### config.mk
export PLATFORM = sky130hd
export DESIGN_NAME = rate_ctrl_top
export DESIGN_NICKNAME = d
export VERILOG_FILES = /design/src/logic/rate_ctrl_pkg.sv /design/src/logic/host_reg_decode.sv /design/src/logic/loop_sequencer.sv /design/src/logic/rate_ctrl_top.sv /design/src/logic/threshold_calc.sv /design/src/logic/trigger_bus_master.sv
export SDC_FILE = /design/constraint.sdc
export NUM_CORES = 1
export LEC_CHECK = 0
export BUFFER_PORTS_ARGS = -buffer_cell sky130_fd_sc_hd__buf_2
export CAP_MARGIN = 20
export CORE_ASPECT_RATIO = 2
export CORE_MARGIN = 2
export CORE_UTILIZATION = 35
export CTS_CLUSTER_DIAMETER = 100
export CTS_CLUSTER_SIZE = 30
export DETAILED_ROUTE_END_ITERATION = 6
export HOLD_SLACK_MARGIN = 0.1
export SLEW_MARGIN = 20
export SYNTH_ARGS = -nofsm -noshare
export SYNTH_HDL_FRONTEND = slang
export SYNTH_SLANG_ARGS = --single-unit
### constraint.sdc
create_clock -name wb_clk_i -period 3.5 [get_ports wb_clk_i]
set_input_delay 0.35 -clock wb_clk_i [delete_from_list [all_inputs] [get_ports wb_clk_i]]
set_output_delay 0.35 -clock wb_clk_i [all_outputs]
set_load 0.02 [all_outputs]
### src/logic/rate_ctrl_pkg.sv
`default_nettype none

package rate_ctrl_pkg;

    ////////////////////////////////////////////////////////////
    // Bus widths
    localparam int ADDR_W   = 22;                     // Trigger-core and host address
    localparam int DATA_W   = 32;                     // Data word on both buses
    localparam int THRESH_W = 18;                     // One beam threshold

    localparam logic [THRESH_W-1:0] THRESH_MAX = '1;  // Upper saturation point

    ////////////////////////////////////////////////////////////
    // Trigger-core address map
    localparam logic [ADDR_W-1:0] ADR_CONTROL = 22'h000; // Start / update / status word
    localparam logic [ADDR_W-1:0] ADR_BEAM    = 22'h100; // Count read, threshold write
    localparam logic [ADDR_W-1:0] ADR_ENABLE  = 22'h200; // Per-beam threshold enable

    localparam logic [DATA_W-1:0] CMD_START  = 32'd1; // Begin a count period
    localparam logic [DATA_W-1:0] CMD_UPDATE = 32'd2; // Apply all thresholds at once

    // Host address bits, beam number in adr[7:0]
    localparam int HOST_SEL_COUNT  = 8;
    localparam int HOST_SEL_THRESH = 9;

    typedef enum logic [1:0] {
        HOST_IDLE,
        HOST_WRITE,
        HOST_READ,
        HOST_ACK
    } host_state_e;

    typedef enum logic [2:0] {
        LOOP_BOOT,
        LOOP_START,
        LOOP_POLL,
        LOOP_READ_COUNTS,
        LOOP_CALC,
        LOOP_WRITE_THRESH,
        LOOP_ENABLE_THRESH,
        LOOP_UPDATE
    } loop_state_e;

    // One transaction for the bus master
    typedef struct packed {
        logic              we;
        logic [ADDR_W-1:0] adr;
        logic [DATA_W-1:0] dat;
    } bus_cmd_t;

    // Outgoing trigger-core bus
    typedef struct packed {
        logic              cyc;
        logic              stb;
        logic              we;
        logic [3:0]        sel;
        logic [ADDR_W-1:0] adr;
        logic [DATA_W-1:0] dat;
    } bus_req_t;

    // Incoming host bus, same shape as the trigger side
    typedef struct packed {
        logic              cyc;
        logic              stb;
        logic              we;
        logic [3:0]        sel;
        logic [ADDR_W-1:0] adr;
        logic [DATA_W-1:0] dat;
    } host_req_t;

endpackage

`default_nettype wire

### src/logic/host_reg_decode.sv
`timescale 1ns/1ps
`default_nettype none

module host_reg_decode #(
    parameter int START_KP = 2
) (
    input  wire                                  wb_clk_i,
    input  wire                                  reset_i,
    input  wire  rate_ctrl_pkg::host_req_t       wb_host_i,
    output logic                                 wb_ack_o,
    output logic [rate_ctrl_pkg::DATA_W-1:0]     wb_dat_o,
    output logic [7:0]                           beam_sel_o,
    input  wire  [rate_ctrl_pkg::DATA_W-1:0]     count_i,
    input  wire  [rate_ctrl_pkg::THRESH_W-1:0]   thresh_i
);
    import rate_ctrl_pkg::*;

    localparam logic [DATA_W-1:0] KP_WORD = DATA_W'(START_KP); // Loop gain read-back

    host_state_e       state_q;
    logic [DATA_W-1:0] resp_q;   // Read response, valid with the ack

    assign beam_sel_o = wb_host_i.adr[7:0]; // Beam number for the storage lookup
    assign wb_ack_o   = (state_q == HOST_ACK);
    assign wb_dat_o   = resp_q;

    ////////////////////////////////////////////////////////////
    // Host-port FSM
    always_ff @(posedge wb_clk_i) begin
        if (reset_i) begin
            state_q <= HOST_IDLE;
        end else begin
            case (state_q)
                HOST_IDLE: begin
                    if (wb_host_i.cyc && wb_host_i.stb) begin
                        state_q <= wb_host_i.we ? HOST_WRITE : HOST_READ;
                    end
                end
                HOST_WRITE: state_q <= HOST_ACK; // Writes are accepted but dropped
                HOST_READ:  state_q <= HOST_ACK;
                default:    state_q <= HOST_IDLE; // Ack lasts one cycle
            endcase
        end
    end

    // Response mux, count takes priority over threshold
    always_ff @(posedge wb_clk_i) begin
        if (state_q == HOST_READ) begin
            if (wb_host_i.adr[HOST_SEL_COUNT]) begin
                resp_q <= count_i;
            end else if (wb_host_i.adr[HOST_SEL_THRESH]) begin
                resp_q <= {{(DATA_W-THRESH_W){1'b0}}, thresh_i};
            end else begin
                resp_q <= KP_WORD;
            end
        end
    end

endmodule

`default_nettype wire

### src/logic/loop_sequencer.sv
`timescale 1ns/1ps
`default_nettype none

module loop_sequencer #(
    parameter int NBEAMS      = 2,
    parameter int BOOT_CYCLES = 31
) (
    input  wire                                  wb_clk_i,
    input  wire                                  reset_i,
    output logic                                 cmd_valid_o,
    output rate_ctrl_pkg::bus_cmd_t              cmd_o,
    input  wire                                  done_i,
    input  wire  [rate_ctrl_pkg::DATA_W-1:0]     rdata_i,
    output logic                                 count_we_o,
    output logic                                 calc_o,
    output logic                                 commit_o,
    output logic [7:0]                           beam_o,
    input  wire  [rate_ctrl_pkg::THRESH_W-1:0]   pending_i
);
    import rate_ctrl_pkg::*;

    localparam int BOOT_W = (BOOT_CYCLES > 0) ? $clog2(BOOT_CYCLES + 1) : 1;

    loop_state_e       state_q;
    logic              busy_q;      // Command handed to the bus master
    logic [7:0]        beam_q;      // Beam being worked on
    logic [BOOT_W-1:0] boot_q;      // Boot delay countdown
    logic              last_beam;
    logic              ack_seen;    // Outstanding command finished
    logic [ADDR_W-1:0] beam_adr;

    assign last_beam = (beam_q == 8'(NBEAMS - 1));
    assign ack_seen  = busy_q && done_i;
    assign beam_adr  = ADDR_W'(beam_q);
    assign beam_o    = beam_q;

    // Strobes into the threshold storage
    assign count_we_o = (state_q == LOOP_READ_COUNTS) && ack_seen; // rdata_i holds the count
    assign calc_o     = (state_q == LOOP_CALC);                    // One beam per cycle
    assign commit_o   = (state_q == LOOP_UPDATE) && ack_seen;

    ////////////////////////////////////////////////////////////
    // Command builder, stable while the command is outstanding
    always_comb begin
        cmd_o = '{we: 1'b1, adr: ADR_CONTROL, dat: CMD_START};
        case (state_q)
            LOOP_POLL: begin
                cmd_o = '{we: 1'b0, adr: ADR_CONTROL, dat: '0}; // Status word
            end
            LOOP_READ_COUNTS: begin
                cmd_o = '{we: 1'b0, adr: ADR_BEAM + beam_adr, dat: '0};
            end
            LOOP_WRITE_THRESH: begin
                cmd_o = '{we: 1'b1, adr: ADR_BEAM + beam_adr,
                          dat: {{(DATA_W-THRESH_W){1'b0}}, pending_i}};
            end
            LOOP_ENABLE_THRESH: begin
                cmd_o = '{we: 1'b1, adr: ADR_ENABLE + beam_adr, dat: DATA_W'(1)};
            end
            LOOP_UPDATE: begin
                cmd_o = '{we: 1'b1, adr: ADR_CONTROL, dat: CMD_UPDATE};
            end
            default: ;
        endcase
    end

    ////////////////////////////////////////////////////////////
    // Loop FSM
    always_ff @(posedge wb_clk_i) begin
        if (reset_i) begin
            state_q     <= LOOP_BOOT;
            busy_q      <= 1'b0;
            cmd_valid_o <= 1'b0;
            beam_q      <= '0;
            boot_q      <= BOOT_W'(BOOT_CYCLES);
        end else begin
            cmd_valid_o <= 1'b0;
            case (state_q)
                LOOP_BOOT: begin
                    if (boot_q != '0) boot_q <= boot_q - 1'b1;
                    else state_q <= LOOP_WRITE_THRESH; // Push starting thresholds first
                end
                LOOP_CALC: begin
                    if (last_beam) begin
                        beam_q  <= '0;
                        state_q <= LOOP_WRITE_THRESH;
                    end else begin
                        beam_q <= beam_q + 1'b1;
                    end
                end
                default: begin
                    if (!busy_q) begin
                        cmd_valid_o <= 1'b1;            // Issue this state's transfer
                        busy_q      <= 1'b1;
                    end else if (done_i) begin
                        busy_q <= 1'b0;
                        case (state_q)
                            LOOP_START: state_q <= LOOP_POLL;
                            LOOP_POLL: begin
                                if (rdata_i[0]) begin   // Count period over
                                    beam_q  <= '0;
                                    state_q <= LOOP_READ_COUNTS;
                                end                     // Else poll again
                            end
                            LOOP_READ_COUNTS: begin
                                beam_q <= last_beam ? '0 : beam_q + 1'b1;
                                if (last_beam) state_q <= LOOP_CALC;
                            end
                            LOOP_WRITE_THRESH: begin
                                beam_q <= last_beam ? '0 : beam_q + 1'b1;
                                if (last_beam) state_q <= LOOP_ENABLE_THRESH;
                            end
                            LOOP_ENABLE_THRESH: begin
                                beam_q <= last_beam ? '0 : beam_q + 1'b1;
                                if (last_beam) state_q <= LOOP_UPDATE;
                            end
                            default: state_q <= LOOP_START; // Update done, next period
                        endcase
                    end
                end
            endcase
        end
    end

endmodule

`default_nettype wire

### src/logic/rate_ctrl_top.sv
`timescale 1ns/1ps
`default_nettype none

module rate_ctrl_top #(
    parameter int NBEAMS       = 2,
    parameter int START_THRESH = 3500,
    parameter int TARGET_COUNT = 101,
    parameter int START_KP     = 2,
    parameter int COUNT_MARGIN = 10,
    parameter int BOOT_CYCLES  = 31
) (
    input  wire                                wb_clk_i,
    input  wire                                reset_i,
    input  wire  rate_ctrl_pkg::host_req_t     wb_host_i,
    output logic                               wb_ack_o,
    output logic [rate_ctrl_pkg::DATA_W-1:0]   wb_dat_o,
    output rate_ctrl_pkg::bus_req_t            wb_trig_o,
    input  wire                                wb_trig_ack_i,
    input  wire  [rate_ctrl_pkg::DATA_W-1:0]   wb_trig_dat_i
);
    import rate_ctrl_pkg::*;

    logic                cmd_valid;
    bus_cmd_t            cmd;
    logic                done;
    logic [DATA_W-1:0]   rdata;      // Status and count words from the core
    logic                count_we;
    logic                calc;
    logic                commit;
    logic [7:0]          beam;
    logic [THRESH_W-1:0] pending;
    logic [7:0]          host_beam;  // Host read-back lookup
    logic [DATA_W-1:0]   rd_count;
    logic [THRESH_W-1:0] rd_thresh;

    ////////////////////////////////////////////////////////////
    // Host side
    host_reg_decode #(.START_KP(START_KP)) u_decode (
        .wb_clk_i, .reset_i, .wb_host_i, .wb_ack_o, .wb_dat_o,
        .beam_sel_o(host_beam), .count_i(rd_count), .thresh_i(rd_thresh)
    );

    // Control loop
    loop_sequencer #(.NBEAMS(NBEAMS), .BOOT_CYCLES(BOOT_CYCLES)) u_seq (
        .wb_clk_i, .reset_i, .cmd_valid_o(cmd_valid), .cmd_o(cmd),
        .done_i(done), .rdata_i(rdata), .count_we_o(count_we), .calc_o(calc),
        .commit_o(commit), .beam_o(beam), .pending_i(pending)
    );

    trigger_bus_master u_master (
        .wb_clk_i, .reset_i, .cmd_valid_i(cmd_valid), .cmd_i(cmd),
        .wb_trig_o, .wb_trig_ack_i, .wb_trig_dat_i, .done_o(done), .rdata_o(rdata)
    );

    threshold_calc #(
        .NBEAMS(NBEAMS), .START_THRESH(START_THRESH), .TARGET_COUNT(TARGET_COUNT),
        .START_KP(START_KP), .COUNT_MARGIN(COUNT_MARGIN)
    ) u_calc (
        .wb_clk_i, .reset_i, .count_we_i(count_we), .calc_i(calc), .commit_i(commit),
        .beam_i(beam), .count_i(rdata), .pending_o(pending),
        .rd_beam_i(host_beam), .rd_count_o(rd_count), .rd_thresh_o(rd_thresh)
    );

endmodule

`default_nettype wire

### src/logic/threshold_calc.sv
`timescale 1ns/1ps
`default_nettype none

module threshold_calc #(
    parameter int NBEAMS       = 2,
    parameter int START_THRESH = 3500,
    parameter int TARGET_COUNT = 101,
    parameter int START_KP     = 2,
    parameter int COUNT_MARGIN = 10
) (
    input  wire                                  wb_clk_i,
    input  wire                                  reset_i,
    input  wire                                  count_we_i,
    input  wire                                  calc_i,
    input  wire                                  commit_i,
    input  wire  [7:0]                           beam_i,
    input  wire  [rate_ctrl_pkg::DATA_W-1:0]     count_i,
    output logic [rate_ctrl_pkg::THRESH_W-1:0]   pending_o,
    input  wire  [7:0]                           rd_beam_i,
    output logic [rate_ctrl_pkg::DATA_W-1:0]     rd_count_o,
    output logic [rate_ctrl_pkg::THRESH_W-1:0]   rd_thresh_o
);
    import rate_ctrl_pkg::*;

    localparam int IDX_W = (NBEAMS > 1) ? $clog2(NBEAMS) : 1;
    localparam logic [THRESH_W-1:0] KP       = THRESH_W'(START_KP);
    localparam logic [THRESH_W-1:0] INIT_THR = THRESH_W'(START_THRESH);
    localparam logic [DATA_W-1:0]   HI_LIMIT = DATA_W'(TARGET_COUNT + COUNT_MARGIN);
    localparam logic [DATA_W-1:0]   LO_LIMIT =                  // Clamped at zero
        (TARGET_COUNT > COUNT_MARGIN) ? DATA_W'(TARGET_COUNT - COUNT_MARGIN) : '0;

    logic [NBEAMS-1:0][DATA_W-1:0]   count_q;    // Last measured rates
    logic [NBEAMS-1:0][THRESH_W-1:0] pending_q;  // Recalculated, not yet applied
    logic [NBEAMS-1:0][THRESH_W-1:0] thresh_q;   // Applied in the trigger core
    logic [IDX_W-1:0]                idx;
    logic [IDX_W-1:0]                rd_idx;
    logic                            beam_ok;
    logic                            rd_ok;
    logic [THRESH_W:0]               sum;        // Extra bit catches overflow
    logic [THRESH_W-1:0]             next_thr;

    assign idx     = beam_i[IDX_W-1:0];
    assign rd_idx  = rd_beam_i[IDX_W-1:0];
    assign beam_ok = (beam_i < 8'(NBEAMS));
    assign rd_ok   = (rd_beam_i < 8'(NBEAMS));

    assign pending_o   = beam_ok ? pending_q[idx] : '0;
    assign rd_count_o  = rd_ok ? count_q[rd_idx] : '0;  // Unknown beams read as zero
    assign rd_thresh_o = rd_ok ? thresh_q[rd_idx] : '0;

    ////////////////////////////////////////////////////////////
    // Margin rule, step by KP with saturation at both ends
    always_comb begin
        sum = {1'b0, thresh_q[idx]} + {1'b0, KP};
        if (count_q[idx] > HI_LIMIT) begin
            next_thr = sum[THRESH_W] ? THRESH_MAX : sum[THRESH_W-1:0];  // Too many triggers
        end else if (count_q[idx] < LO_LIMIT) begin
            next_thr = (thresh_q[idx] < KP) ? '0 : thresh_q[idx] - KP; // Too few
        end else begin
            next_thr = thresh_q[idx];                                  // Inside the band
        end
    end

    always_ff @(posedge wb_clk_i) begin
        if (reset_i) begin
            count_q   <= '0;
            pending_q <= {NBEAMS{INIT_THR}};
            thresh_q  <= {NBEAMS{INIT_THR}};
        end else begin
            if (count_we_i && beam_ok) count_q[idx] <= count_i;
            if (calc_i && beam_ok) pending_q[idx] <= next_thr; // Ready next cycle
            if (commit_i) thresh_q <= pending_q;               // All beams at once
        end
    end

endmodule

`default_nettype wire

### src/logic/trigger_bus_master.sv
`timescale 1ns/1ps
`default_nettype none

module trigger_bus_master (
    input  wire                                wb_clk_i,
    input  wire                                reset_i,
    input  wire                                cmd_valid_i,
    input  wire  rate_ctrl_pkg::bus_cmd_t      cmd_i,
    output rate_ctrl_pkg::bus_req_t            wb_trig_o,
    input  wire                                wb_trig_ack_i,
    input  wire  [rate_ctrl_pkg::DATA_W-1:0]   wb_trig_dat_i,
    output logic                               done_o,
    output logic [rate_ctrl_pkg::DATA_W-1:0]   rdata_o
);
    import rate_ctrl_pkg::*;

    logic              cyc_q;   // Cycle in flight
    logic              we_q;
    logic [ADDR_W-1:0] adr_q;
    logic [DATA_W-1:0] dat_q;
    logic              ack_hit;

    assign ack_hit = cyc_q && wb_trig_ack_i; // Core accepted the transfer

    // cyc and stb move together, all byte lanes on
    always_comb begin
        wb_trig_o.cyc = cyc_q;
        wb_trig_o.stb = cyc_q;
        wb_trig_o.we  = we_q;
        wb_trig_o.sel = {4{cyc_q}};
        wb_trig_o.adr = adr_q;
        wb_trig_o.dat = dat_q;
    end

    always_ff @(posedge wb_clk_i) begin
        if (reset_i) begin
            cyc_q  <= 1'b0;
            we_q   <= 1'b0;
            done_o <= 1'b0;
        end else begin
            done_o <= ack_hit;             // One-cycle completion pulse
            if (ack_hit) begin
                cyc_q <= 1'b0;             // Release the bus
                we_q  <= 1'b0;
            end else if (cmd_valid_i && !cyc_q) begin
                cyc_q <= 1'b1;
                we_q  <= cmd_i.we;
            end
        end
    end

    // Address, data and read capture
    always_ff @(posedge wb_clk_i) begin
        if (cmd_valid_i && !cyc_q) begin
            adr_q <= cmd_i.adr;
            dat_q <= cmd_i.dat;
        end
        if (ack_hit) rdata_o <= wb_trig_dat_i; // Valid with done_o
    end

endmodule

`default_nettype wire

==> metrics.cfg, run 1 <==
[power_and_ir_drop]
sequentialPowerShare=0.520
power.static_leakage_nw=5.06
power_report.internal_total_w=0.00463
ir_drop_uv=461
total_switching_power_w=0.00226
pwr_density_cell_mw_per_mm2=513
sw_frac_of_total=0.329
finalPower_w=0.00689
comb_power_share=0.241
clock_power_share=0.239

[floorplan]
ios=190
floorplan.die.width_um=134
rows=95
height_of_the_chip_um=263
initial_utilization=0.352
floorplan.die_area_mm2=0.0352
core_area_mm2=0.0334

[route]
detail_route.wirelength_mm=31.4
drc_errors=0
routedWlPerCell_um=18.1
drt-pass1-iter-count=5
dr_total_vias=9010
detail_route.iter0.violations=387
antenna_violating_nets_post_route=0
vias_per_cell=5.19

[setup_path]
worst-path-buf-inv=1
worstPathRequired_ns=3.96
cp_common_cell=a2111oi_0
critical_path_cell_sequence=buf_4 -> a2111oi_0 -> a21oi_1 -> a211oi_1 -> nand4_1 -> xnor2_1 -> a2111oi_0 -> a211o_1
crit_arrival_ns=3.62
crit_fanout=45
path_class=register to register
timing.critical_path.max_delay_family=compound AO/OA/AOI/OAI gates
critPathMaxStageDelay_ns=0.62
critical_path.startpoint_type=register
cp_slowest_cell=a2111oi_0
end_kind=register

[timing]
rsz0062_at_grt=no
fin_skew_ns=0.0354
worst_slew_pin_slew_ns=0.914
final_clock_period_utilization_by_the_worst_path=0.903
setup_tns_ns=0
final.min_clock_period_ns=3.16
final.hold.worst_slack_ns=0.117
maxSlewHeadroom=0.390
setup_violations=0
postLayoutSetupSlackWorst_ns=0.341
max_freq_mhz=317
maxSlewViolCount=0
final_hold_viol_count=0

[synthesis]
ys.warnings.count=0
netlist_top_cells_area=dfxtp_1, edfxtp_1, mux2i_1
synth_top_area_cell=dfxtp_1
netlist.area_leader.share=0.271
syn_inst=1172
seq_area_frac_synth=0.506
synth.distinct_cells=70
yosys_register_bits=251
synth_enable_flop_cells=92
dominantRegCellSynth=dfxtp_1
post_synth.cell_area_avg_um2=10.0
syn_area_mm2=0.0118
ys_async_sr_fraction=0

[clocking]
clock-sinks=251
tritoncts_clock_tree=done
ctsLongestPathBuffers=3
clk_pin_slew_ns=0.12
h_tree_level_count=1
tritoncts.num_buffers=12
cts.root.buffer_cell=clkbuf_16
clock_latency_ns=0.53

[placed_design]
placed_cell_count=1683
gp_congestion=0.976
hpwl_mm=23.3
port_buffers=115
place_worst_setup_slack_ns=0.337

[grt]
first_global_vias=9063
initial_antenna_violation_count=0
sum_of_overflow_across_all_layers_after_global_routing=0
global_route_wire_length_before_repair_mm=49.8
global_route.usage.total=0.179
grt_start_max_net_pins=69

[worst_hold_path]
hold_path_class=input port to register

[final_layout]
antenna-diode-count=0
layout.cells.most_common=dfxtp_1
finalNetCount=1398
most_frequent_cells_in_the_layout=dfxtp_1, nor2_1, mux2i_1, buf_2, nand2_1
stdcell_count=1735
drive_gt1_frac=0.148
areaGrowthSynthToFinish_pct=14.2
final.fill_count=3292

[status]
outcome=finished clean

[run]
max_cap_violations=0

## per-layer routing
layer / vias to the layer above / global-route usage / part of all wire
met1: 4333 / 0.188 / 0.37
met5: - / 0 / 0
met4: 0 / 0.0785 / 0.038
li1: 4394 / - / -
met2: 221 / 0.351 / 0.56
met3: 62 / 0.0183 / 0.030
## cell type report
cell class              instances  area, um2  area share
flip-flops and latches        251       5950       0.443
clock inverters                 2       36.3     0.00270
inverters                      16       60.1     0.00447
clock buffers                  18        323      0.0240
well taps                     436        546      0.0406
multi-input cells             831       5330       0.397
repair buffers                181       1180      0.0878
## worst reg2reg max path, stage by stage (launching register included)
cell and delay [ns]:
dfxtp_4 0.53, buf_4 0.29, a2111oi_0 0.42, a21oi_1 0.22, a211oi_1 0.49, nand4_1 0.18
xnor2_1 0.17, a2111oi_0 0.62, a211o_1 0.17
## registers in the layout, summed over array words and instances, names as in the netlist
| register | flops |
|---|---|
| u_seq.boot_q | 5 |
| u_seq.cmd_valid_o | 1 |
| u_seq.busy_q | 1 |
| u_master.dat_q | 18 |
| u_master.done_o | 1 |
| u_calc.count_q | 64 |
| u_calc.pending_q | 36 |
| u_calc.thresh_q | 36 |
| u_master.adr_q | 10 |
| u_master.rdata_o | 32 |
| u_master.cyc_q | 1 |
| u_seq.state_q | 3 |
| u_master.we_q | 1 |
| u_decode.wb_dat_o | 32 |
| u_decode.state_q | 2 |
| u_seq.beam_o | 8 |
## synth_stat cells (20+ instances only)
master      n
and2_1     21
dfxtp_1   159
clkbuf_1   45
nand3b_1   32
o21ai_0    26
nand2_1   103
a21oi_1    61
buf_4      34
edfxtp_1   92
mux2i_1   144
nor2_1    156
o22ai_1    20
## cell families (layout without fill, tap and decap cells)
family	after synthesis	after routing	share of synthesized area
and+or+nand+nor	437	437	0.183
DFF	251	251	0.506
AOI/OAI and AO/OA	183	183	0.101
muxes	154	154	0.132
buffers and inverters	115	217	0.0513
xor gates and xnor gates	22	22	0.0164
adders and majority gates	9	9	0.00958
other	1	26	0.000319
## per-stage QoR
stage                     instance area [um2]   util
after floorplan                         11800      -
after global placement                  12700  0.381
after CTS                               13400  0.402
final                                   13400  0.402
after detailed placement                12700  0.381
after global routing                    13400  0.402
## worst paths after layout
path,endpoint,slack [ns],startpoint,cells after the start
worst max-delay path,u_calc.pending_q[25],0.34,u_seq.beam_o[0],8
worst min-delay path,u_master.cyc_q,0.12,wb_trig_ack_i,4
worst max register to register,u_calc.pending_q[25],0.34,u_seq.beam_o[0],8
worst min register to register,u_calc.thresh_q[24],0.48,u_calc.pending_q[24],2
## power groups by stage
stage	clock [W]	sequential, W	combinational, W
after global placement	0	0.00364	0.00162
after floorplan	0	0.00364	0.00118
final	0.00164	0.00358	0.00166
after CTS	0.00172	0.00358	0.00168
after detailed placement	0	0.00365	0.00165
after global routing	0.00180	0.00362	0.00183
## repair_timing
item                                    4_1_cts  5_1_grt
endpoints found under the setup margin        0        9
hold buffers                                 32        0
resized for setup                             0        3
buffers inserted                              0        0
hold endpoints to repair                     32        0
No activity file was read; power rests on OpenSTA's default activity.
==> run 2, diff against run 1 <==
--- a/config.mk
+++ b/config.mk
@@ -7,6 +7,8 @@
 export LEC_CHECK = 0
 export BUFFER_PORTS_ARGS = -buffer_cell sky130_fd_sc_hd__buf_2
 export CAP_MARGIN = 20
+export CELL_PAD_IN_SITES_DETAIL_PLACEMENT = 1
+export CELL_PAD_IN_SITES_GLOBAL_PLACEMENT = 1
 export CORE_ASPECT_RATIO = 2
 export CORE_MARGIN = 2
 export CORE_UTILIZATION = 35
@@ -14,6 +16,7 @@
 export CTS_CLUSTER_SIZE = 30
 export DETAILED_ROUTE_END_ITERATION = 6
 export HOLD_SLACK_MARGIN = 0.1
+export PLACE_DENSITY_LB_ADDON = 0.1
 export SLEW_MARGIN = 20
 export SYNTH_ARGS = -nofsm -noshare
 export SYNTH_HDL_FRONTEND = slang
==> metrics.cfg, run 2 (same netlist as run 1, synthesis figures left out) <==
[clocking]
ctsLongestPathBuffers=3
cts_setup_buffers=0
h_tree_level_count=1
clock_latency_ns=0.51
tritoncts_clock_tree=done
tritoncts.num_buffers=12
cts.root.buffer_cell=clkbuf_16
clock-sinks=251
clk_pin_slew_ns=0.12

[final_layout]
drive_gt1_frac=0.160
postLayoutCellArea_mm2=0.0136
largest_register_ff_count=64
layout.cells.most_common=dfxtp_1
final.fill_count=3817
finalNetCount=1420
most_frequent_cells_in_the_layout=dfxtp_1, nor2_1, mux2i_1, buf_2, nand2_1
reg_top3=u_calc.count_q: 64 flops, u_calc.pending_q: 36 flops, u_calc.thresh_q: 36 flops
areaGrowthSynthToFinish_pct=15.7
antenna-diode-count=0
finish.utilization=0.407
registers.top_by_ff_count=u_calc.count_q

[route]
detail_route.iter0.violations=392
vias_per_cell=5.24
drt-pass1-iter-count=4
detail_route.wirelength_mm=37.9
antenna_violating_nets_post_route=0
routedWlPerCell_um=21.6
drc_errors=0
dr_total_vias=9210

[worst_hold_path]
worst_hold_path.endpoint=u_master.cyc_q
hold_start=wb_trig_ack_i
hold_path_class=input port to register
worst_hold_path.num_cells=4

[timing]
maxSlewHeadroom=0.334
setup_tns_ns=0
final.min_clock_period_ns=3.06
maxSlewViolCount=0
fin_skew_ns=0.0218
rsz0062_at_grt=no
final_clock_period_utilization_by_the_worst_path=0.874
max_freq_mhz=327
final.hold.worst_slack_ns=0.137
final_hold_viol_count=0
setup_violations=0
worst_slew_pin_slew_ns=1.00

[grt]
initial_antenna_violation_count=1
first_global_vias=9807
global_route.usage.total=0.215
global_route_wire_length_before_repair_mm=57.8
grt_start_max_net_pins=59
sum_of_overflow_across_all_layers_after_global_routing=0

[setup_path]
path_class=register to register
critical_path.startpoint_type=register
crit_arrival_ns=3.41
reg2reg_to=u_calc.pending_q[0]
crit_fanout=26
ff2ff_path_depth=9
worstPathRequired_ns=3.86
end_kind=register
r2r-start=u_seq.beam_o[0]
regToRegSetupSlack_ns=0.44

[power_and_ir_drop]
ir_drop_uv=347
pwr_density_cell_mw_per_mm2=524
power.static_leakage_nw=5.18

[floorplan]
height_of_the_chip_um=263
floorplan.die_area_mm2=0.0352
rows=95
ios=190
floorplan.die.width_um=134
initial_utilization=0.352
core_area_mm2=0.0334

[placed_design]
hpwl_mm=29.0
placed_cell_area_mm2=0.0129
gp_congestion=0.880
port_buffers=115

[run]
max_cap_violations=0

[status]
outcome=finished clean

==> run 2: how the worst max path moves through the flow <==
| stage | cells after the start | slack [ns] | startpoint | endpoint |
|---|---|---|---|---|
| after floorplan | 11 | 0.87 | u_seq.beam_o[0] | u_calc.pending_q[15] |
| final | 9 | 0.44 | u_seq.beam_o[0] | u_calc.pending_q[0] |
| after detailed placement | 9 | 0.45 | u_seq.beam_o[0] | u_calc.pending_q[0] |
| after global placement | 9 | 0.47 | u_seq.beam_o[0] | u_calc.pending_q[18] |
| after CTS | 9 | 0.40 | u_seq.beam_o[0] | u_calc.pending_q[0] |
| after global routing | 8 | 0.16 | u_seq.beam_o[0] | u_calc.pending_q[25] |
==> run 2: power breakdown <==
group          total (W)  internal [W]  switching [W]
registers        0.00356       0.00332       0.000232
logic            0.00188      0.000708        0.00118
clock network    0.00168      0.000709       0.000972
==> run 2: area by class of cell <==
class	instances	area [um2]	area share
clock buffers	18	344	0.0253
clock inverters	2	25.0	0.00184
flip-flops and latches	251	5950	0.437
inverters	16	60.1	0.00442
multi-input cells	831	5320	0.391
well taps	436	546	0.0401
repair buffers	203	1360	0.0997
==> run 2: stage by stage <==
stage | total power, W | std cells | setup slack, ns
floorplan | 0.00482 | 1197 | 0.868
global placement | 0.00547 | 1705 | 0.466
detailed placement | 0.00551 | 1705 | 0.451
CTS | 0.00723 | 1757 | 0.397
global route | 0.00749 | 1757 | 0.155
finish | 0.00712 | 1757 | 0.442
==> run 2: timing repair <==
action,4_1_cts,5_1_grt
resized for setup,0,0
hold buffers,32,0
endpoints found under the hold margin,32,0
setup endpoints to repair,0,0
==> run 2: worst max-delay path, cell delays in order, from the launching register on <==
cell and delay, ns:
dfxtp_4 0.62, buf_4 0.33, mux2i_1 0.43, o211ai_1 0.24, nor2_1 0.22, and2_1 0.31, nand3_1 0.20, buf_4 0.22
a21oi_1 0.20, a211oi_1 0.11
==> run 2: metal layers <==
| layer | routed length, um | global-route usage | vias up |
|---|---|---|---|
| met5 | 0 | 0 | - |
| met4 | 1530 | 0.0845 | 0 |
| met3 | 955 | 0.0193 | 58 |
| met2 | 22000 | 0.442 | 161 |
| met1 | 13400 | 0.214 | 4545 |
| li1 | - | - | 4446 |
==> run 3, diff against run 2 <==
--- a/config.mk
+++ b/config.mk
@@ -5,6 +5,7 @@
 export SDC_FILE = /design/constraint.sdc
 export NUM_CORES = 1
 export LEC_CHECK = 0
+export ABC_AREA = 1
 export BUFFER_PORTS_ARGS = -buffer_cell sky130_fd_sc_hd__buf_2
 export CAP_MARGIN = 20
 export CELL_PAD_IN_SITES_DETAIL_PLACEMENT = 1
==> metrics.cfg, run 3 <==
[status]
outcome=finished clean

[synthesis]
seq_area_frac_synth=0.483
synth_top_area_cell=dfxtp_1
ys_async_sr_fraction=0
ys.warnings.count=0
syn_inst=1565
netlist.area_leader.share=0.259
synth_common_cells=nand2_1, inv_1, nor2_1
syn_area_mm2=0.0123
post_synth.cell_area_avg_um2=7.87
dominantRegCellSynth=dfxtp_1
yosys_register_bits=251
yosysMostFrequentCell=nand2_1
synth_enable_flop_cells=92
netlist_top_cells_area=dfxtp_1, edfxtp_1, nand2_1
synth.distinct_cells=44

[route]
top_layer_used=met4
dr_wl_met3_mm=1.06
detail_route.iter0.violations=528
routedWlPerCell_um=20.5
dr_total_vias=10833
wl_met2_mm=24.3
antenna_violating_nets_post_route=0
drt-pass1-iter-count=4
vias_per_cell=5.11
drc_errors=0
m1WireLength_mm=15.5
detail_route.wirelength_mm=43.6

[setup_path]
worstPathRequired_ns=3.97
path_class=register to register
end_kind=register
critPathMaxStageDelay_ns=0.62
critical_path_cell_sequence=buf_12 -> nand4_1 -> nand2_1 -> nand2_1 -> nor2_2 -> nand3b_1 -> nor2_2 -> nand3_1 -> nand3_1 -> nand2_1 -> inv_1
crit_fanout=41
ff2ff_path_depth=11
cp_common_cell=nand2_1
crit_arrival_ns=3.45
critical_path.startpoint_type=register
cp_slowest_cell=nor2_2

[final_layout]
largest_register_ff_count=64
areaGrowthSynthToFinish_pct=12.5
registers.top_by_ff_count=u_calc.count_q
postLayoutCellArea_mm2=0.0138
most_frequent_cells_in_the_layout=nand2_1, inv_1, nor2_1, dfxtp_1, a21oi_1
reg_top3=u_calc.count_q: 64 flops, u_calc.pending_q: 36 flops, u_calc.thresh_q: 36 flops
antenna-diode-count=0
layout.cells.most_common=nand2_1
finalNetCount=1776
drive_gt1_frac=0.140

[timing]
maxSlewHeadroom=0.363
final_clock_period_utilization_by_the_worst_path=0.852
final_hold_viol_count=0
final.hold.worst_slack_ns=0.142
final.min_clock_period_ns=2.98
fin_skew_ns=0.0290
max_freq_mhz=335
worst_slew_pin_slew_ns=0.954
setup_tns_ns=0
maxSlewViolCount=0
postLayoutSetupSlackWorst_ns=0.518
rsz0062_at_grt=no
setup_violations=0

[floorplan]
initial_utilization=0.353
height_of_the_chip_um=269
floorplan.die_area_mm2=0.0368
core_area_mm2=0.0348
ios=190
floorplan.die.width_um=137
rows=97

[run]
max_cap_violations=0

[power_and_ir_drop]
power_report.internal_total_w=0.00397
sw_frac_of_total=0.255
comb_power_share=0.088
pwr_density_cell_mw_per_mm2=384
clock_power_share=0.319
sequentialPowerShare=0.593
ir_drop_uv=374
power.static_leakage_nw=5.64
total_switching_power_w=0.00136

[grt]
global_route_wire_length_before_repair_mm=65.6
initial_antenna_violation_count=0
first_global_vias=11008
global_route.usage.total=0.237
grt_start_max_net_pins=73
sum_of_overflow_across_all_layers_after_global_routing=0

[placed_design]
hpwl_mm=32.7
place_worst_setup_slack_ns=0.526
port_buffers=115
placed_cell_area_mm2=0.0132
gp_congestion=0.954

[clocking]
h_tree_level_count=1
cts_hold_buffers=32
tritoncts_clock_tree=done
cts.root.buffer_cell=clkbuf_16
tritoncts.num_buffers=12
clock-sinks=251
ctsLongestPathBuffers=3
post_cts.resized_instances=0
cts_setup_buffers=0
clock_latency_ns=0.51
clk_pin_slew_ns=0.12

[worst_hold_path]
worst_hold_path.num_cells=3
hold_path_class=input port to register

==> run 3: layout make-up <==
cell class / count / area, um2
fill: 4327 / 21000
sequential: 251 / 5950
multi-input combinational: 1050 / 5140
timing repair buffer: 177 / 1150
inverter: 179 / 674
tap: 445 / 557
clock buffer: 18 / 344
clock inverter: 2 / 25.0
==> run 3: worst paths after layout <==
path	start	endpoint	slack, ns
max	u_seq.beam_o[0]	u_calc.pending_q[35]	0.52
min reg2reg	u_seq.boot_q[3]	u_seq.boot_q[3]	0.48
max reg2reg	u_seq.beam_o[0]	u_calc.pending_q[35]	0.52
min	wb_trig_ack_i	u_master.done_o	0.14
==> run 3: kinds of logic (layout without fill, tap and decap cells) <==
logic type / count (synthesis) / count (layout) / synth area share
simple gates: 690 / 690 / 0.242
compound gates: 318 / 318 / 0.152
buf+inv: 289 / 376 / 0.108
flops: 251 / 251 / 0.483
fa+ha+maj: 9 / 9 / 0.00915
xor+xnor: 6 / 6 / 0.00427
other cells: 1 / 26 / 0.000305
mux: 1 / 1 / 0.000813
==> run 3: power by group through the flow <==
| stage | logic, W | registers [W] | clock network, W |
|---|---|---|---|
| 2_1_floorplan | 0.000215 | 0.00329 | 0 |
| 3_3_place_gp | 0.000437 | 0.00322 | 0 |
| 3_5_place_dp | 0.000443 | 0.00323 | 0 |
| 4_1_cts | 0.000473 | 0.00316 | 0.00177 |
| 5_1_grt | 0.000510 | 0.00317 | 0.00186 |
| 6_report | 0.000466 | 0.00316 | 0.00170 |
==> run 3: metrics by stage <==
| step | util | instances | power, W |
|---|---|---|---|
| after global routing | 0.397 | 2122 | 0.00554 |
| after global placement | 0.378 | 2070 | 0.00366 |
| after CTS | 0.397 | 2122 | 0.00541 |
| after floorplan | - | 1590 | 0.00351 |
| after detailed placement | 0.378 | 2070 | 0.00367 |
| final | 0.397 | 2122 | 0.00532 |
==> run 3: layer usage <==
layer	vias to the layer above	track usage
li1	5286	-
met1	5278	0.238
met2	191	0.462
met3	78	0.0169
met4	0	0.134
met5	-	0
==> run 3: critical path, delay by kind of cell (launching register included) <==
family                 cells  cell delay (ns)
and+or+nand+nor            9             2.02
buffers and inverters      2             0.31
DFF                        1             0.55
